**src/hdl/glay_pkg.sv**
```systemverilog
/*
 Shared widths and the memory word layout for the graph kernel.
 Every design file imports this package in its module header.
*/
package glay_pkg;

  // ------------------------------------------------------------
  // Bus widths
  // ------------------------------------------------------------
  localparam int addr_width = 32;
  localparam int data_width = 64;
  localparam int vid_width  = 32;

  // Each half of a memory word
  localparam int half_width = data_width / 2;

  // ------------------------------------------------------------
  // Memory word, decoded as list header or as edge
  // ------------------------------------------------------------
  // Result word reuses the edge layout: count high, weight sum low
  typedef union packed {
    struct packed {
      logic [half_width-1:0] reserved;
      logic [half_width-1:0] num_edges;
    } header;
    struct packed {
      logic [vid_width-1:0]            dst_id;
      logic [data_width-vid_width-1:0] weight;
    } edge_rec;
  } mem_word_u;

endpackage

```
**src/hdl/mem_read_if.sv**
```systemverilog
/*
 Word read port between the edge reader and the response register slice.
 Request and response channels are both valid/ready.
*/
interface mem_read_if import glay_pkg::*; ();

  // Request channel
  logic                  req_valid;
  logic                  req_ready;
  logic [addr_width-1:0] req_addr;

  // Response channel, returns in request order
  logic                  rsp_valid;
  logic                  rsp_ready;
  logic [data_width-1:0] rsp_data;

  modport requester (
    output req_valid, req_addr, rsp_ready,
    input  req_ready, rsp_valid, rsp_data
  );

  modport memory (
    input  req_valid, req_addr, rsp_ready,
    output req_ready, rsp_valid, rsp_data
  );

endinterface

```
**src/hdl/kernel_control.sv**
```systemverilog
/*
 Host handshake in ap_ctrl_hs form, stretched core reset and descriptor capture.
 Sits between the host control ports and the datapath of kernel_afu.
*/
module kernel_control import glay_pkg::*; #(
  parameter int PULSE_HOLD = 16
) (
  input  logic                  ap_clk,
  input  logic                  ap_rst_n,
  input  logic                  ap_start,
  input  logic [addr_width-1:0] buffer_0,
  input  logic [vid_width-1:0]  buffer_1,
  input  logic [addr_width-1:0] buffer_2,
  input  logic                  wr_done,
  output logic                  ap_idle,
  output logic                  ap_done,
  output logic                  ap_ready,
  output logic                  core_rst,
  output logic                  start,
  output logic [addr_width-1:0] base_addr,
  output logic [vid_width-1:0]  target_vid,
  output logic [addr_width-1:0] result_addr
);

  localparam logic [1:0] st_idle = 2'd0;
  localparam logic [1:0] st_busy = 2'd1;
  localparam logic [1:0] st_done = 2'd2;

  logic [1:0]            state;
  logic [PULSE_HOLD-1:0] hold_sr;

  // ------------------------------------------------------------
  // Reset stretcher
  // ------------------------------------------------------------
  // Reloaded on reset and on every completion, then drains to zero
  always_ff @(posedge ap_clk or negedge ap_rst_n) begin
    if (!ap_rst_n) begin
      hold_sr <= '1;
    end else if (ap_done) begin
      hold_sr <= '1;
    end else begin
      hold_sr <= hold_sr << 1;
    end
  end

  assign core_rst = hold_sr[PULSE_HOLD-1];

  // ------------------------------------------------------------
  // Run FSM and descriptor capture
  // ------------------------------------------------------------
  always_ff @(posedge ap_clk or negedge ap_rst_n) begin
    if (!ap_rst_n) begin
      state       <= st_idle;
      start       <= 1'b0;
      base_addr   <= '0;
      target_vid  <= '0;
      result_addr <= '0;
    end else begin
      start <= 1'b0;
      case (state)
        st_idle: begin
          // Accept only once the datapath is out of reset
          if (ap_start && !core_rst) begin
            state       <= st_busy;
            start       <= 1'b1;
            base_addr   <= buffer_0;
            target_vid  <= buffer_1;
            result_addr <= buffer_2;
          end
        end
        st_busy: begin
          if (wr_done) begin
            state <= st_done;
          end
        end
        // One cycle for the done/ready pulse
        default: state <= st_idle;
      endcase
    end
  end

  assign ap_idle  = (state != st_busy);
  assign ap_done  = (state == st_done);
  assign ap_ready = (state == st_done);

endmodule

```
**src/hdl/read_register_slice.sv**
```systemverilog
/*
 Register slice between the edge reader and the memory read port.
 Requests pass as wires; responses go through a two-entry skid buffer.
*/
module read_register_slice import glay_pkg::*; (
  input  logic                  ap_clk,
  input  logic                  ap_rst_n,
  input  logic                  core_rst,
  mem_read_if.memory            core,
  output logic                  mem_rd_req_valid,
  input  logic                  mem_rd_req_ready,
  output logic [addr_width-1:0] mem_rd_req_addr,
  input  logic                  mem_rd_rsp_valid,
  output logic                  mem_rd_rsp_ready,
  input  logic [data_width-1:0] mem_rd_rsp_data
);

  logic [data_width-1:0] slot [2];
  logic                  wr_ptr;
  logic                  rd_ptr;
  logic [1:0]            fill;
  logic                  push;
  logic                  pop;

  // Request channel untouched
  assign mem_rd_req_valid = core.req_valid;
  assign mem_rd_req_addr  = core.req_addr;
  assign core.req_ready   = mem_rd_req_ready;

  // ------------------------------------------------------------
  // Response skid buffer
  // ------------------------------------------------------------
  // Ready from fill level only, no path from core.rsp_ready
  assign mem_rd_rsp_ready = (fill != 2'd2);
  assign push             = mem_rd_rsp_valid && mem_rd_rsp_ready;
  assign pop              = core.rsp_valid && core.rsp_ready;
  assign core.rsp_valid   = (fill != 2'd0);
  assign core.rsp_data    = slot[rd_ptr];

  always_ff @(posedge ap_clk or negedge ap_rst_n) begin
    if (!ap_rst_n) begin
      wr_ptr  <= 1'b0;
      rd_ptr  <= 1'b0;
      fill    <= 2'd0;
      slot[0] <= '0;
      slot[1] <= '0;
    end else if (core_rst) begin
      wr_ptr <= 1'b0;
      rd_ptr <= 1'b0;
      fill   <= 2'd0;
    end else begin
      if (push) begin
        slot[wr_ptr] <= mem_rd_rsp_data;
        wr_ptr       <= ~wr_ptr;
      end
      if (pop) begin
        rd_ptr <= ~rd_ptr;
      end
      // Simultaneous push and pop keeps the level
      if (push && !pop) begin
        fill <= fill + 2'd1;
      end else if (pop && !push) begin
        fill <= fill - 2'd1;
      end
    end
  end

endmodule

```
**src/hdl/edge_reader.sv**
```systemverilog
/*
 Fetches the edge list header, then streams the edge words that follow it.
 Edge requests are pipelined and never wait on responses.
*/
module edge_reader import glay_pkg::*; (
  input  logic                  ap_clk,
  input  logic                  ap_rst_n,
  input  logic                  core_rst,
  input  logic                  start,
  input  logic [addr_width-1:0] base_addr,
  mem_read_if.requester         rd,
  output logic                  edge_valid,
  output mem_word_u             edge_word,
  output logic                  list_done
);

  localparam logic [1:0] st_idle     = 2'd0;
  localparam logic [1:0] st_hdr_req  = 2'd1;
  localparam logic [1:0] st_hdr_wait = 2'd2;
  localparam logic [1:0] st_edges    = 2'd3;

  logic [1:0]            state;
  logic                  req_valid;
  logic [addr_width-1:0] req_addr;
  logic [half_width-1:0] to_issue;
  logic [half_width-1:0] to_recv;
  logic                  req_fire;
  logic                  rsp_fire;
  mem_word_u             rsp_word;

  assign rsp_word     = rd.rsp_data;
  assign rd.req_valid = req_valid;
  assign rd.req_addr  = req_addr;
  // No response can be owed before the header request is accepted
  assign rd.rsp_ready = (state == st_hdr_wait) || (state == st_edges);
  assign req_fire     = req_valid && rd.req_ready;
  assign rsp_fire     = rd.rsp_valid && rd.rsp_ready;

  // Edge stream straight from the accepted response
  assign edge_valid = rsp_fire && (state == st_edges);
  assign edge_word  = rsp_word;

  always_ff @(posedge ap_clk or negedge ap_rst_n) begin
    if (!ap_rst_n) begin
      state     <= st_idle;
      req_valid <= 1'b0;
      req_addr  <= '0;
      to_issue  <= '0;
      to_recv   <= '0;
      list_done <= 1'b0;
    end else if (core_rst) begin
      state     <= st_idle;
      req_valid <= 1'b0;
      to_issue  <= '0;
      to_recv   <= '0;
      list_done <= 1'b0;
    end else begin
      list_done <= 1'b0;
      case (state)
        st_idle: begin
          if (start) begin
            state     <= st_hdr_req;
            req_valid <= 1'b1;
            req_addr  <= base_addr;
          end
        end
        st_hdr_req: begin
          if (req_fire) begin
            req_valid <= 1'b0;
            state     <= st_hdr_wait;
          end
        end
        st_hdr_wait: begin
          if (rsp_fire) begin
            to_issue <= rsp_word.header.num_edges;
            to_recv  <= rsp_word.header.num_edges;
            // Empty list ends right after the header
            if (rsp_word.header.num_edges == '0) begin
              list_done <= 1'b1;
              state     <= st_idle;
            end else begin
              req_valid <= 1'b1;
              req_addr  <= req_addr + 1'b1;
              state     <= st_edges;
            end
          end
        end
        default: begin
          // Issue side
          if (req_fire) begin
            to_issue <= to_issue - 1'b1;
            req_addr <= req_addr + 1'b1;
            if (to_issue == 1) begin
              req_valid <= 1'b0;
            end
          end
          // Response side, last one closes the list
          if (rsp_fire) begin
            to_recv <= to_recv - 1'b1;
            if (to_recv == 1) begin
              list_done <= 1'b1;
              state     <= st_idle;
            end
          end
        end
      endcase
    end
  end

endmodule

```
**src/hdl/vertex_reduce.sv**
```systemverilog
/*
 Reduction stage: counts edges into the target vertex and sums their weights.
 Produces the result word one cycle after the edge list ends.
*/
module vertex_reduce import glay_pkg::*; (
  input  logic                 ap_clk,
  input  logic                 ap_rst_n,
  input  logic                 core_rst,
  input  logic                 start,
  input  logic [vid_width-1:0] target_vid,
  input  logic                 edge_valid,
  input  mem_word_u            edge_word,
  input  logic                 list_done,
  output logic                 sum_valid,
  output mem_word_u            result_word
);

  logic [vid_width-1:0]            match_cnt;
  logic [data_width-vid_width-1:0] weight_sum;
  logic                            hit;

  assign hit = edge_valid && (edge_word.edge_rec.dst_id == target_vid);

  // ------------------------------------------------------------
  // Accumulators, wrap modulo 2^32
  // ------------------------------------------------------------
  always_ff @(posedge ap_clk or negedge ap_rst_n) begin
    if (!ap_rst_n) begin
      match_cnt  <= '0;
      weight_sum <= '0;
      sum_valid  <= 1'b0;
    end else if (core_rst || start) begin
      match_cnt  <= '0;
      weight_sum <= '0;
      sum_valid  <= 1'b0;
    end else begin
      if (hit) begin
        match_cnt  <= match_cnt + 1'b1;
        weight_sum <= weight_sum + edge_word.edge_rec.weight;
      end
      sum_valid <= list_done;
    end
  end

  // Count in the upper half, sum in the lower
  always_comb begin
    result_word.edge_rec.dst_id = match_cnt;
    result_word.edge_rec.weight = weight_sum;
  end

endmodule

```
**src/hdl/result_writer.sv**
```systemverilog
/*
 Writes the single result word and waits for the memory acknowledge.
 wr_done tells the control FSM that the run is complete.
*/
module result_writer import glay_pkg::*; (
  input  logic                  ap_clk,
  input  logic                  ap_rst_n,
  input  logic                  core_rst,
  input  logic                  sum_valid,
  input  mem_word_u             result_word,
  input  logic [addr_width-1:0] result_addr,
  input  logic                  mem_wr_ready,
  input  logic                  mem_wr_ack,
  output logic                  mem_wr_valid,
  output logic [addr_width-1:0] mem_wr_addr,
  output logic [data_width-1:0] mem_wr_data,
  output logic                  wr_done
);

  logic ack_wait;

  always_ff @(posedge ap_clk or negedge ap_rst_n) begin
    if (!ap_rst_n) begin
      mem_wr_valid <= 1'b0;
      mem_wr_addr  <= '0;
      mem_wr_data  <= '0;
      ack_wait     <= 1'b0;
      wr_done      <= 1'b0;
    end else if (core_rst) begin
      mem_wr_valid <= 1'b0;
      ack_wait     <= 1'b0;
      wr_done      <= 1'b0;
    end else begin
      wr_done <= 1'b0;
      // Load the write, held until accepted
      if (sum_valid) begin
        mem_wr_valid <= 1'b1;
        mem_wr_addr  <= result_addr;
        mem_wr_data  <= result_word;
      end else if (mem_wr_valid && mem_wr_ready) begin
        mem_wr_valid <= 1'b0;
        ack_wait     <= 1'b1;
      end
      // Ack pulse comes some cycles after the transfer
      if (ack_wait && mem_wr_ack) begin
        ack_wait <= 1'b0;
        wr_done  <= 1'b1;
      end
    end
  end

endmodule

```
**src/hdl/kernel_afu.sv**
```systemverilog
/*
 Graph kernel top level: control block and edge datapath on plain ports.
 Host sets buffer_0..2 and pulses ap_start; one word goes to buffer_2.
*/
module kernel_afu import glay_pkg::*; #(
  parameter int PULSE_HOLD = 16
) (
  input  logic                  ap_clk,
  input  logic                  ap_rst_n,
  // Host control
  input  logic                  ap_start,
  output logic                  ap_idle,
  output logic                  ap_done,
  output logic                  ap_ready,
  input  logic [addr_width-1:0] buffer_0,
  input  logic [vid_width-1:0]  buffer_1,
  input  logic [addr_width-1:0] buffer_2,
  // Memory read port
  output logic                  mem_rd_req_valid,
  input  logic                  mem_rd_req_ready,
  output logic [addr_width-1:0] mem_rd_req_addr,
  input  logic                  mem_rd_rsp_valid,
  output logic                  mem_rd_rsp_ready,
  input  logic [data_width-1:0] mem_rd_rsp_data,
  // Memory write port
  output logic                  mem_wr_valid,
  input  logic                  mem_wr_ready,
  output logic [addr_width-1:0] mem_wr_addr,
  output logic [data_width-1:0] mem_wr_data,
  input  logic                  mem_wr_ack
);

  // ------------------------------------------------------------
  // Internal wires
  // ------------------------------------------------------------
  logic                  core_rst;
  logic                  start;
  logic [addr_width-1:0] base_addr;
  logic [vid_width-1:0]  target_vid;
  logic [addr_width-1:0] result_addr;
  logic                  edge_valid;
  mem_word_u             edge_word;
  logic                  list_done;
  logic                  sum_valid;
  mem_word_u             result_word;
  logic                  wr_done;

  mem_read_if rd_core ();

  kernel_control #(
    .PULSE_HOLD (PULSE_HOLD)
  ) u_kernel_control (
    .ap_clk      (ap_clk),
    .ap_rst_n    (ap_rst_n),
    .ap_start    (ap_start),
    .buffer_0    (buffer_0),
    .buffer_1    (buffer_1),
    .buffer_2    (buffer_2),
    .wr_done     (wr_done),
    .ap_idle     (ap_idle),
    .ap_done     (ap_done),
    .ap_ready    (ap_ready),
    .core_rst    (core_rst),
    .start       (start),
    .base_addr   (base_addr),
    .target_vid  (target_vid),
    .result_addr (result_addr)
  );

  // ------------------------------------------------------------
  // Read path: edge reader, then slice toward memory
  // ------------------------------------------------------------
  edge_reader u_edge_reader (
    .ap_clk     (ap_clk),
    .ap_rst_n   (ap_rst_n),
    .core_rst   (core_rst),
    .start      (start),
    .base_addr  (base_addr),
    .rd         (rd_core.requester),
    .edge_valid (edge_valid),
    .edge_word  (edge_word),
    .list_done  (list_done)
  );

  read_register_slice u_read_register_slice (
    .ap_clk           (ap_clk),
    .ap_rst_n         (ap_rst_n),
    .core_rst         (core_rst),
    .core             (rd_core.memory),
    .mem_rd_req_valid (mem_rd_req_valid),
    .mem_rd_req_ready (mem_rd_req_ready),
    .mem_rd_req_addr  (mem_rd_req_addr),
    .mem_rd_rsp_valid (mem_rd_rsp_valid),
    .mem_rd_rsp_ready (mem_rd_rsp_ready),
    .mem_rd_rsp_data  (mem_rd_rsp_data)
  );

  // ------------------------------------------------------------
  // Reduction and result write
  // ------------------------------------------------------------
  vertex_reduce u_vertex_reduce (
    .ap_clk      (ap_clk),
    .ap_rst_n    (ap_rst_n),
    .core_rst    (core_rst),
    .start       (start),
    .target_vid  (target_vid),
    .edge_valid  (edge_valid),
    .edge_word   (edge_word),
    .list_done   (list_done),
    .sum_valid   (sum_valid),
    .result_word (result_word)
  );

  result_writer u_result_writer (
    .ap_clk       (ap_clk),
    .ap_rst_n     (ap_rst_n),
    .core_rst     (core_rst),
    .sum_valid    (sum_valid),
    .result_word  (result_word),
    .result_addr  (result_addr),
    .mem_wr_ready (mem_wr_ready),
    .mem_wr_ack   (mem_wr_ack),
    .mem_wr_valid (mem_wr_valid),
    .mem_wr_addr  (mem_wr_addr),
    .mem_wr_data  (mem_wr_data),
    .wr_done      (wr_done)
  );

endmodule

```
**config.mk**
```make
export PLATFORM = sky130hd
export DESIGN_NAME = kernel_afu
export DESIGN_NICKNAME = d
export VERILOG_FILES = /design/src/hdl/glay_pkg.sv /design/src/hdl/mem_read_if.sv /design/src/hdl/kernel_control.sv /design/src/hdl/read_register_slice.sv /design/src/hdl/edge_reader.sv /design/src/hdl/vertex_reduce.sv /design/src/hdl/result_writer.sv /design/src/hdl/kernel_afu.sv
export SDC_FILE = /design/constraint.sdc
export NUM_CORES = 1
export LEC_CHECK = 0
export ABC_AREA = 1
export ABC_CLOCK_PERIOD_IN_PS = 2350
export BUFFER_PORTS_ARGS = -buffer_cell sky130_fd_sc_hd__clkbuf_2
export CAP_MARGIN = 40
export CORE_MARGIN = 2
export CORE_UTILIZATION = 54
export CTS_CLUSTER_DIAMETER = 40
export DETAILED_ROUTE_END_ITERATION = 10
export PLACE_DENSITY = 0.77
export SYNTH_ARGS = -nofsm -noshare
export SYNTH_HDL_FRONTEND = slang
export SYNTH_SLANG_ARGS = --single-unit
```
**constraint.sdc**
```tcl
create_clock -name ap_clk -period 2.35 [get_ports ap_clk]
set_clock_uncertainty 0.05 [all_clocks]
set_input_delay 0.47 -clock ap_clk [delete_from_list [all_inputs] [get_ports ap_clk]]
set_output_delay 0.47 -clock ap_clk [all_outputs]
set_load 0.1 [all_outputs]
```
**Word level (Yosys, flattened, before mapping)**

Index checks and enable logic that the tools add are counted.

- Register bits after elaboration: 511
- Bits of input ports: 167
- Output and inout port bits: 134
- Logic and storage cells: 172

- Add/sub/neg operators: 7
- Magnitude comparators: 3
- Equality and inequality tests: 21
- Muxes and demuxes: 67
- Bitwise operators: 6
- Reduce and logical (&&, ||, !) cells: 43

Operators with widths:

| cell | number |
|---|---|
| $mux W32 | 13 |
| $mux W64 | 4 |
| $bwmux W128 | 1 |
| $pmux W32 S2 | 2 |
| $pmux W32 S3 | 1 |
| $add A32 B1 Y32 const B | 2 |
| $demux W64 S1 | 1 |
| $eq A32 B1 Y1 const B | 2 |
| $sub A32 B1 Y32 const B | 2 |
| $add A32 B32 Y32 | 1 |
| $eq A32 B32 Y1 | 1 |
| $logic_not A32 Y1 | 1 |
| $mux W1 | 28 |
| $mux W2 | 12 |
| $mux W16 | 1 |
| $reduce_bool A3 Y1 | 5 |
| $reduce_and A2 Y1 | 6 |
| $reduce_and A6 Y1 | 2 |
| $logic_and A1 B1 Y1 | 11 |
| $ne A2 B1 Y1 const B | 5 |
| $reduce_bool A5 Y1 | 2 |
| $ne A3 B2 Y1 const B | 3 |
| $reduce_bool A2 Y1 | 4 |
| $reduce_bool A4 Y1 | 2 |
| other kinds (20) | 35 |

**Logic depth before layout (Yosys ltp)**

- Depth after elaboration: 9
- Mapped depth: 21
- Gate-level depth less buffers: 20

**By module**

Synthesis repeated with hierarchy kept, for this count alone.

- Cells, all modules: 4107
- Area total of the unflattened synthesis: 29320.6 µm²

Modules (own cells, without submodules):

| module | times used | cells an instance | area each (µm²) | seq. area each (µm²) |
|---|---|---|---|---|
| edge_reader | 1 | 1357 | 8166.6 | 2502.4 |
| vertex_reduce | 1 | 1107 | 6543.8 | 1626.6 |
| read_register_slice | 1 | 751 | 6288.5 | 3303.2 |
| kernel_control | 1 | 463 | 4408.0 | 2897.8 |
| result_writer | 1 | 429 | 3913.8 | 2477.4 |

**Worst setup path before layout**

OpenSTA, ideal clock, no wires.

- Path type: reg2reg
- From: register u_edge_reader.req_addr[0], in the netlist u_edge_reader.rd.req_addr[0]
- To: register u_edge_reader.req_addr[16], in the netlist u_edge_reader.rd.req_addr[16]
- Library setup time: 0.068 ns
- Arrival time: 2.489 ns
- Required time: 2.232 ns
- Setup slack: -0.257 ns
- Cell stages (with the launch flop): 12
- Buffers on the path: 0
- Clock period less this slack: 2.607 ns
- Cells stage by stage: dfrtp_1 ha_1 nand3_1 nor2_1 inv_1 nor2_1 inv_1 o21ai_0 o211ai_1 nand2_1 nand2_1 nand2_1

- Longest elaborated chain between the ends: 4
- Elaborated cells on any way between the ends: 5
- Those cells by class: add/sub: 1; mux: 4

Ends and longest elaborated chain:

| element | line | source |
|---|---|---|
| start: declaration | edge_reader.sv:24 | `logic [addr_width-1:0] req_addr;` |
| start signal: assignment | edge_reader.sv:64 | `req_addr <= base_addr;` |
| start signal: assignment | edge_reader.sv:83 | `req_addr <= req_addr + 1'b1;` |
| start signal: assignment | edge_reader.sv:92 | `req_addr <= req_addr + 1'b1;` |
| $add A32 B1 Y32 (*) | edge_reader.sv:83, edge_reader.sv:92 |  |
| $mux W32 | edge_reader.sv:78 | `if (rsp_word.header.num_edges == '0) begin` |
| $mux W32 | edge_reader.sv:74 | `if (rsp_fire) begin` |
| $pmux W32 S3 (*) | edge_reader.sv:59 | `case (state)` |

Mark *: on every way between the ends. The rest lies on a longest branch, timed or not. The select of a mux whose other input is x is not followed.
A chain may end at the register's enable or synchronous reset.

**Final worst setup path**

- From: register u_read_register_slice.rd_ptr
- To: register u_vertex_reduce.match_cnt[31]

- Longest elaborated chain between the ends: 7

Ends and longest elaborated chain:

| element | line | source |
|---|---|---|
| start: declaration | read_register_slice.sv:20 | `logic rd_ptr;` |
| start signal: assignment | read_register_slice.sv:57 | `rd_ptr <= ~rd_ptr;` |
| $not A1 Y2 (implied by the code) | read_register_slice.sv:38 | `assign core.rsp_data = slot[rd_ptr];` |
| $mux W64 (implied by the code) (3 in a row) | read_register_slice.sv:38 |  |
| $eq A32 B32 Y1 | vertex_reduce.sv:22 | `assign hit = edge_valid && (edge_word.edge_rec.dst_id == target_vid);` |
| $logic_and A1 B1 Y1 | vertex_reduce.sv:22 |  |
| $reduce_bool A2 Y1 (no line) | -- |  |
| end signal: assignment | vertex_reduce.sv:38 | `match_cnt <= match_cnt + 1'b1;` |
| end: declaration | vertex_reduce.sv:18 | `logic [vid_width-1:0] match_cnt;` |

No other way between the ends. The select of a mux whose other input is x is not followed.

==> results.sh <==
export IMPL_place_congestion=0.984
export IMPL_cts_inserted_buffers=83
export IMPL_finalMaxSlewViolations=0
export IMPL_relSlewSlack=0.601
export IMPL_cap_violations=0
export IMPL_clockBufferDepth=3
export IMPL_via_count=27381
export IMPL_syn_area_per_cell_sq_um=7.40
export IMPL_dp_hpwl_mm=56.9
export IMPL_crit_type="reg2reg"
export IMPL_synth_nets=3931
export IMPL_worstHoldStart="buffer_2[12]"
export IMPL_grt_max_degree=80
export IMPL_dp_slack_ns=-0.527
export IMPL_postRouteAntennaNets=0
export IMPL_ys_warn_count=0
export IMPL_synth_area_sq_mm=0.0276
export IMPL_hold_depth=3
export IMPL_synth_cells=3726
export IMPL_vias_per_cell=5.45
export IMPL_cp_end_kind="register"
export IMPL_design_area_sq_mm=0.0369
export IMPL_grt_first_pass_wirelength_mm=132
export IMPL_dieHeight_um=230
export IMPL_multiInputGateArea_sq_mm=0.0139
export IMPL_n_antenna_cell=0
export IMPL_synthToLayoutAreaGrowth_pct=33.8
export IMPL_clkSlewWorstSetupHoldPaths_ns=0.06
export IMPL_fin_nets=4492
export IMPL_rows=82
export IMPL_die_area_sq_mm=0.0529
export IMPL_core_area_sq_mm=0.0503
export IMPL_final_hold_violation_count=0
export IMPL_hp_class="in2reg"
export IMPL_cp_max_fo=15
export IMPL_rr_endpoint="u_vertex_reduce.match_cnt[31]$_DFFE_PN0P_"
export IMPL_seqCellArea_sq_mm=0.0128
export IMPL_synth_edff_count=0
export IMPL_clk_latency_ns=0.63
export IMPL_worst_pin_slew_ns=0.598
export IMPL_fill_cells=3611
export IMPL_clkSinkCount=511
export IMPL_routed_wl_mm=88.7
export IMPL_status="complete, but fails checks"
export IMPL_hold_end="u_kernel_control.result_addr[12]$_DFFE_PN0P_"
export IMPL_dpl_cell_area_sq_mm=0.0313
export IMPL_pin_count=301
export IMPL_die_w_um=230
export IMPL_yosysUniqueCellTypes=47
export IMPL_power_leakage_nw=19.1
export IMPL_wire_per_inst_um=17.7
export IMPL_clockRootBuffer="clkbuf_16"
export IMPL_p_per_area_mw_per_mm2=1660
export IMPL_ir_drop_uv=1440
export IMPL_synthArstFlopShare=1.00
export IMPL_regToRegSetupSlack_ns=-0.28
export IMPL_final_cells=5027
export IMPL_drc=0
export IMPL_initial_utilization=0.548
export IMPL_drt_initial_drc_count=2970
export IMPL_track_usage=0.311
export IMPL_overflow=0
export IMPL_grt_pass1_vias=25284
export IMPL_critPathRequiredTime_ns=2.85
export IMPL_arrival_ns=3.12
export IMPL_antenna_found_initial=1
export IMPL_io_buffer_count=300
export IMPL_worst_r2r_cell_count=16
export IMPL_period_minus_slack_ns=2.63
export IMPL_cts_htree_levels=3
export IMPL_final_setup_viol_count=96
export IMPL_synth_seq_cells=511
export IMPL_firstDrtPassIters=8
export IMPL_tritoncts="done"
export IMPL_drive_above_1_share=0.249
export IMPL_p_total_w=0.0611
export IMPL_worstReg2RegStart="u_read_register_slice.rd_ptr$_DFFE_PN0P_"
export IMPL_rsz0062_at_grt="yes"
export IMPL_yosys_area_top_type="dfrtp_1"
export IMPL_fmax_mhz=381
export IMPL_postLayoutCoreUtil=0.733
export IMPL_yosys_most_used_dff="dfrtp_1"
export IMPL_critPathLaunch="u_read_register_slice.rd_ptr$_DFFE_PN0P_"
export IMPL_synthTopCellsByArea="dfrtp_1 (45%), nand2_1 (19%), o21ai_0 (5.5%), inv_1 (5.5%), nor2_1 (4.5%)"
export IMPL_yosysSeqAreaShare=0.465
export IMPL_violations="negative setup slack"
export IMPL_place_inst=4774
export IMPL_timing_final_crit_share=1.12
export IMPL_synth_top_area_frac=0.449
export IMPL_setup_slack_ns=-0.275
export IMPL_crit_path_start_kind="register"
cells by family (layout without fill, tap and decap cells):
group | count (synthesis) | in the layout | share of synthesized area
simple gates | 2084 | 2085 | 0.307
buf+inv | 547 | 1175 | 0.0803
flops | 511 | 511 | 0.465
xor+xnor | 84 | 84 | 0.0267
compound gates | 379 | 379 | 0.0710
mux | 83 | 83 | 0.0333
fa+ha+maj | 38 | 38 | 0.0175
layout by cell type (no fill, tap or decap), types with 16 or more instances in the layout:
cell              n
nand2_1        1268
dfrtp_1         490
inv_1           367
clkbuf_2        297
nor2_1          295
o21ai_0         280
nand3_1         227
buf_4           188
clkbuf_16        98
nand2_2          82
mux2_2           69
xor2_1           63
dlygate4sd3_1    59
nor3_1           50
buf_12           37
nand4_1          36
inv_2            35
a21oi_1          35
ha_4             30
nor2_2           24
xnor2_1          19
or2_2            18
nor2_4           17
dfstp_2          16
synth_stat cells, types with 2 or more instances:
cell type	n
nand2_2	5
xor2_1	65
inv_1	401
a21oi_1	45
o21bai_1	2
o32ai_1	2
clkinv_1	4
xnor2_1	19
nor3b_1	3
nand3_1	241
nor3_1	56
inv_2	3
and3_1	3
o21ai_1	7
and2_1	7
or2_1	2
or2_2	19
nor2_1	334
buf_4	9
buf_2	22
mux2_2	69
ha_1	37
nand2_1	1360
a31oi_1	4
a21boi_0	3
dfstp_2	16
clkbuf_1	81
nand4_1	36
o22ai_1	5
nor2_2	2
mux2i_1	14
nand3b_1	13
o31ai_1	3
o21ai_0	302
buf_1	14
dfrtp_1	495
buf_6	13
repair_timing:
action                                  4_1_cts  5_1_grt
gates resized for setup                      54      290
hold buffers                                 59        0
setup buffers                                 0       21
pin swaps                                     1       56
endpoints found under the setup margin      102      104
cloned                                        1       21
endpoints found under the hold margin        86        0
cell type report:
| type | instances | share of cell area |
|---|---|---|
| tap | 672 | 0.0228 |
| inverter | 408 | 0.0418 |
| multi-input combinational | 2669 | 0.376 |
| sequential | 511 | 0.348 |
| clock buffer | 95 | 0.0603 |
| clock inverter | 58 | 0.0199 |
| timing repair buffer | 614 | 0.131 |
metal layers:
layer	part of all wire	routed length [um]	GRT usage	vias up
met5	0	0	0	-
met4	0.040	3520	0.120	0
met3	0.078	6910	0.0443	235
met2	0.47	41300	0.499	1319
met1	0.42	37000	0.429	12937
li1	-	-	-	12890
power by group:
part / leakage [nW] / internal [W] / total [W] / switching [W]
clock: 1.42 / 0.00789 / 0.0128 / 0.00490
sequential: 6.53 / 0.0122 / 0.0149 / 0.00272
combinational: 11.2 / 0.0117 / 0.0333 / 0.0217
total: 19.1 / 0.0318 / 0.0611 / 0.0293
through the flow:
step,TNS [ns],hold slack [ns]
after global placement,-17.69,0.366
after CTS,-10.26,0.000767
after detailed placement,-25.36,0.363
after floorplan,-0.00449,0.124
final,-18.82,0.0221
after global routing,-26.76,0.0166
critical path: stages, from the launching register on:
cell and delay [ns]:
dfrtp_2 0.45, buf_12 0.16, buf_12 0.14, buf_12 0.12, buf_16 0.15, nand2_1 0.06
nand2_1 0.08, xor2_2 0.19, nand2_1 0.09, nor2_1 0.12, nand2_2 0.10, nor2_4 0.16
nand2_8 0.16, nand2_8 0.19, clkbuf_16 0.19, nand2_1 0.05, nand2_1 0.06
sequential cells by signal (all words and copies together), names as in the netlist, 16 cells and up:
register,count
u_edge_reader.rd.req_addr,32
u_edge_reader.to_issue,32
u_edge_reader.to_recv,32
u_kernel_control.base_addr,32
u_kernel_control.hold_sr,16
u_kernel_control.result_addr,32
u_kernel_control.target_vid,32
u_read_register_slice.slot,128
u_result_writer.mem_wr_addr,32
u_result_writer.mem_wr_data,64
u_vertex_reduce.match_cnt,32
u_vertex_reduce.weight_sum,32
worst max path at each step:
stage	depth (start not counted)	slack (ns)	to
4_1_cts	15	-0.23	u_vertex_reduce.weight_sum[29]$_DFFE_PN0P_
6_report	16	-0.28	u_vertex_reduce.match_cnt[31]$_DFFE_PN0P_
2_1_floorplan	10	-0.004	u_edge_reader.rd.req_addr[16]$_DFFE_PN0P_
3_3_place_gp	16	-0.55	u_vertex_reduce.weight_sum[29]$_DFFE_PN0P_
3_5_place_dp	16	-0.53	u_vertex_reduce.weight_sum[29]$_DFFE_PN0P_
5_1_grt	20	-0.37	u_vertex_reduce.weight_sum[24]$_DFFE_PN0P_
No activity file was read; power rests on OpenSTA's default activity.
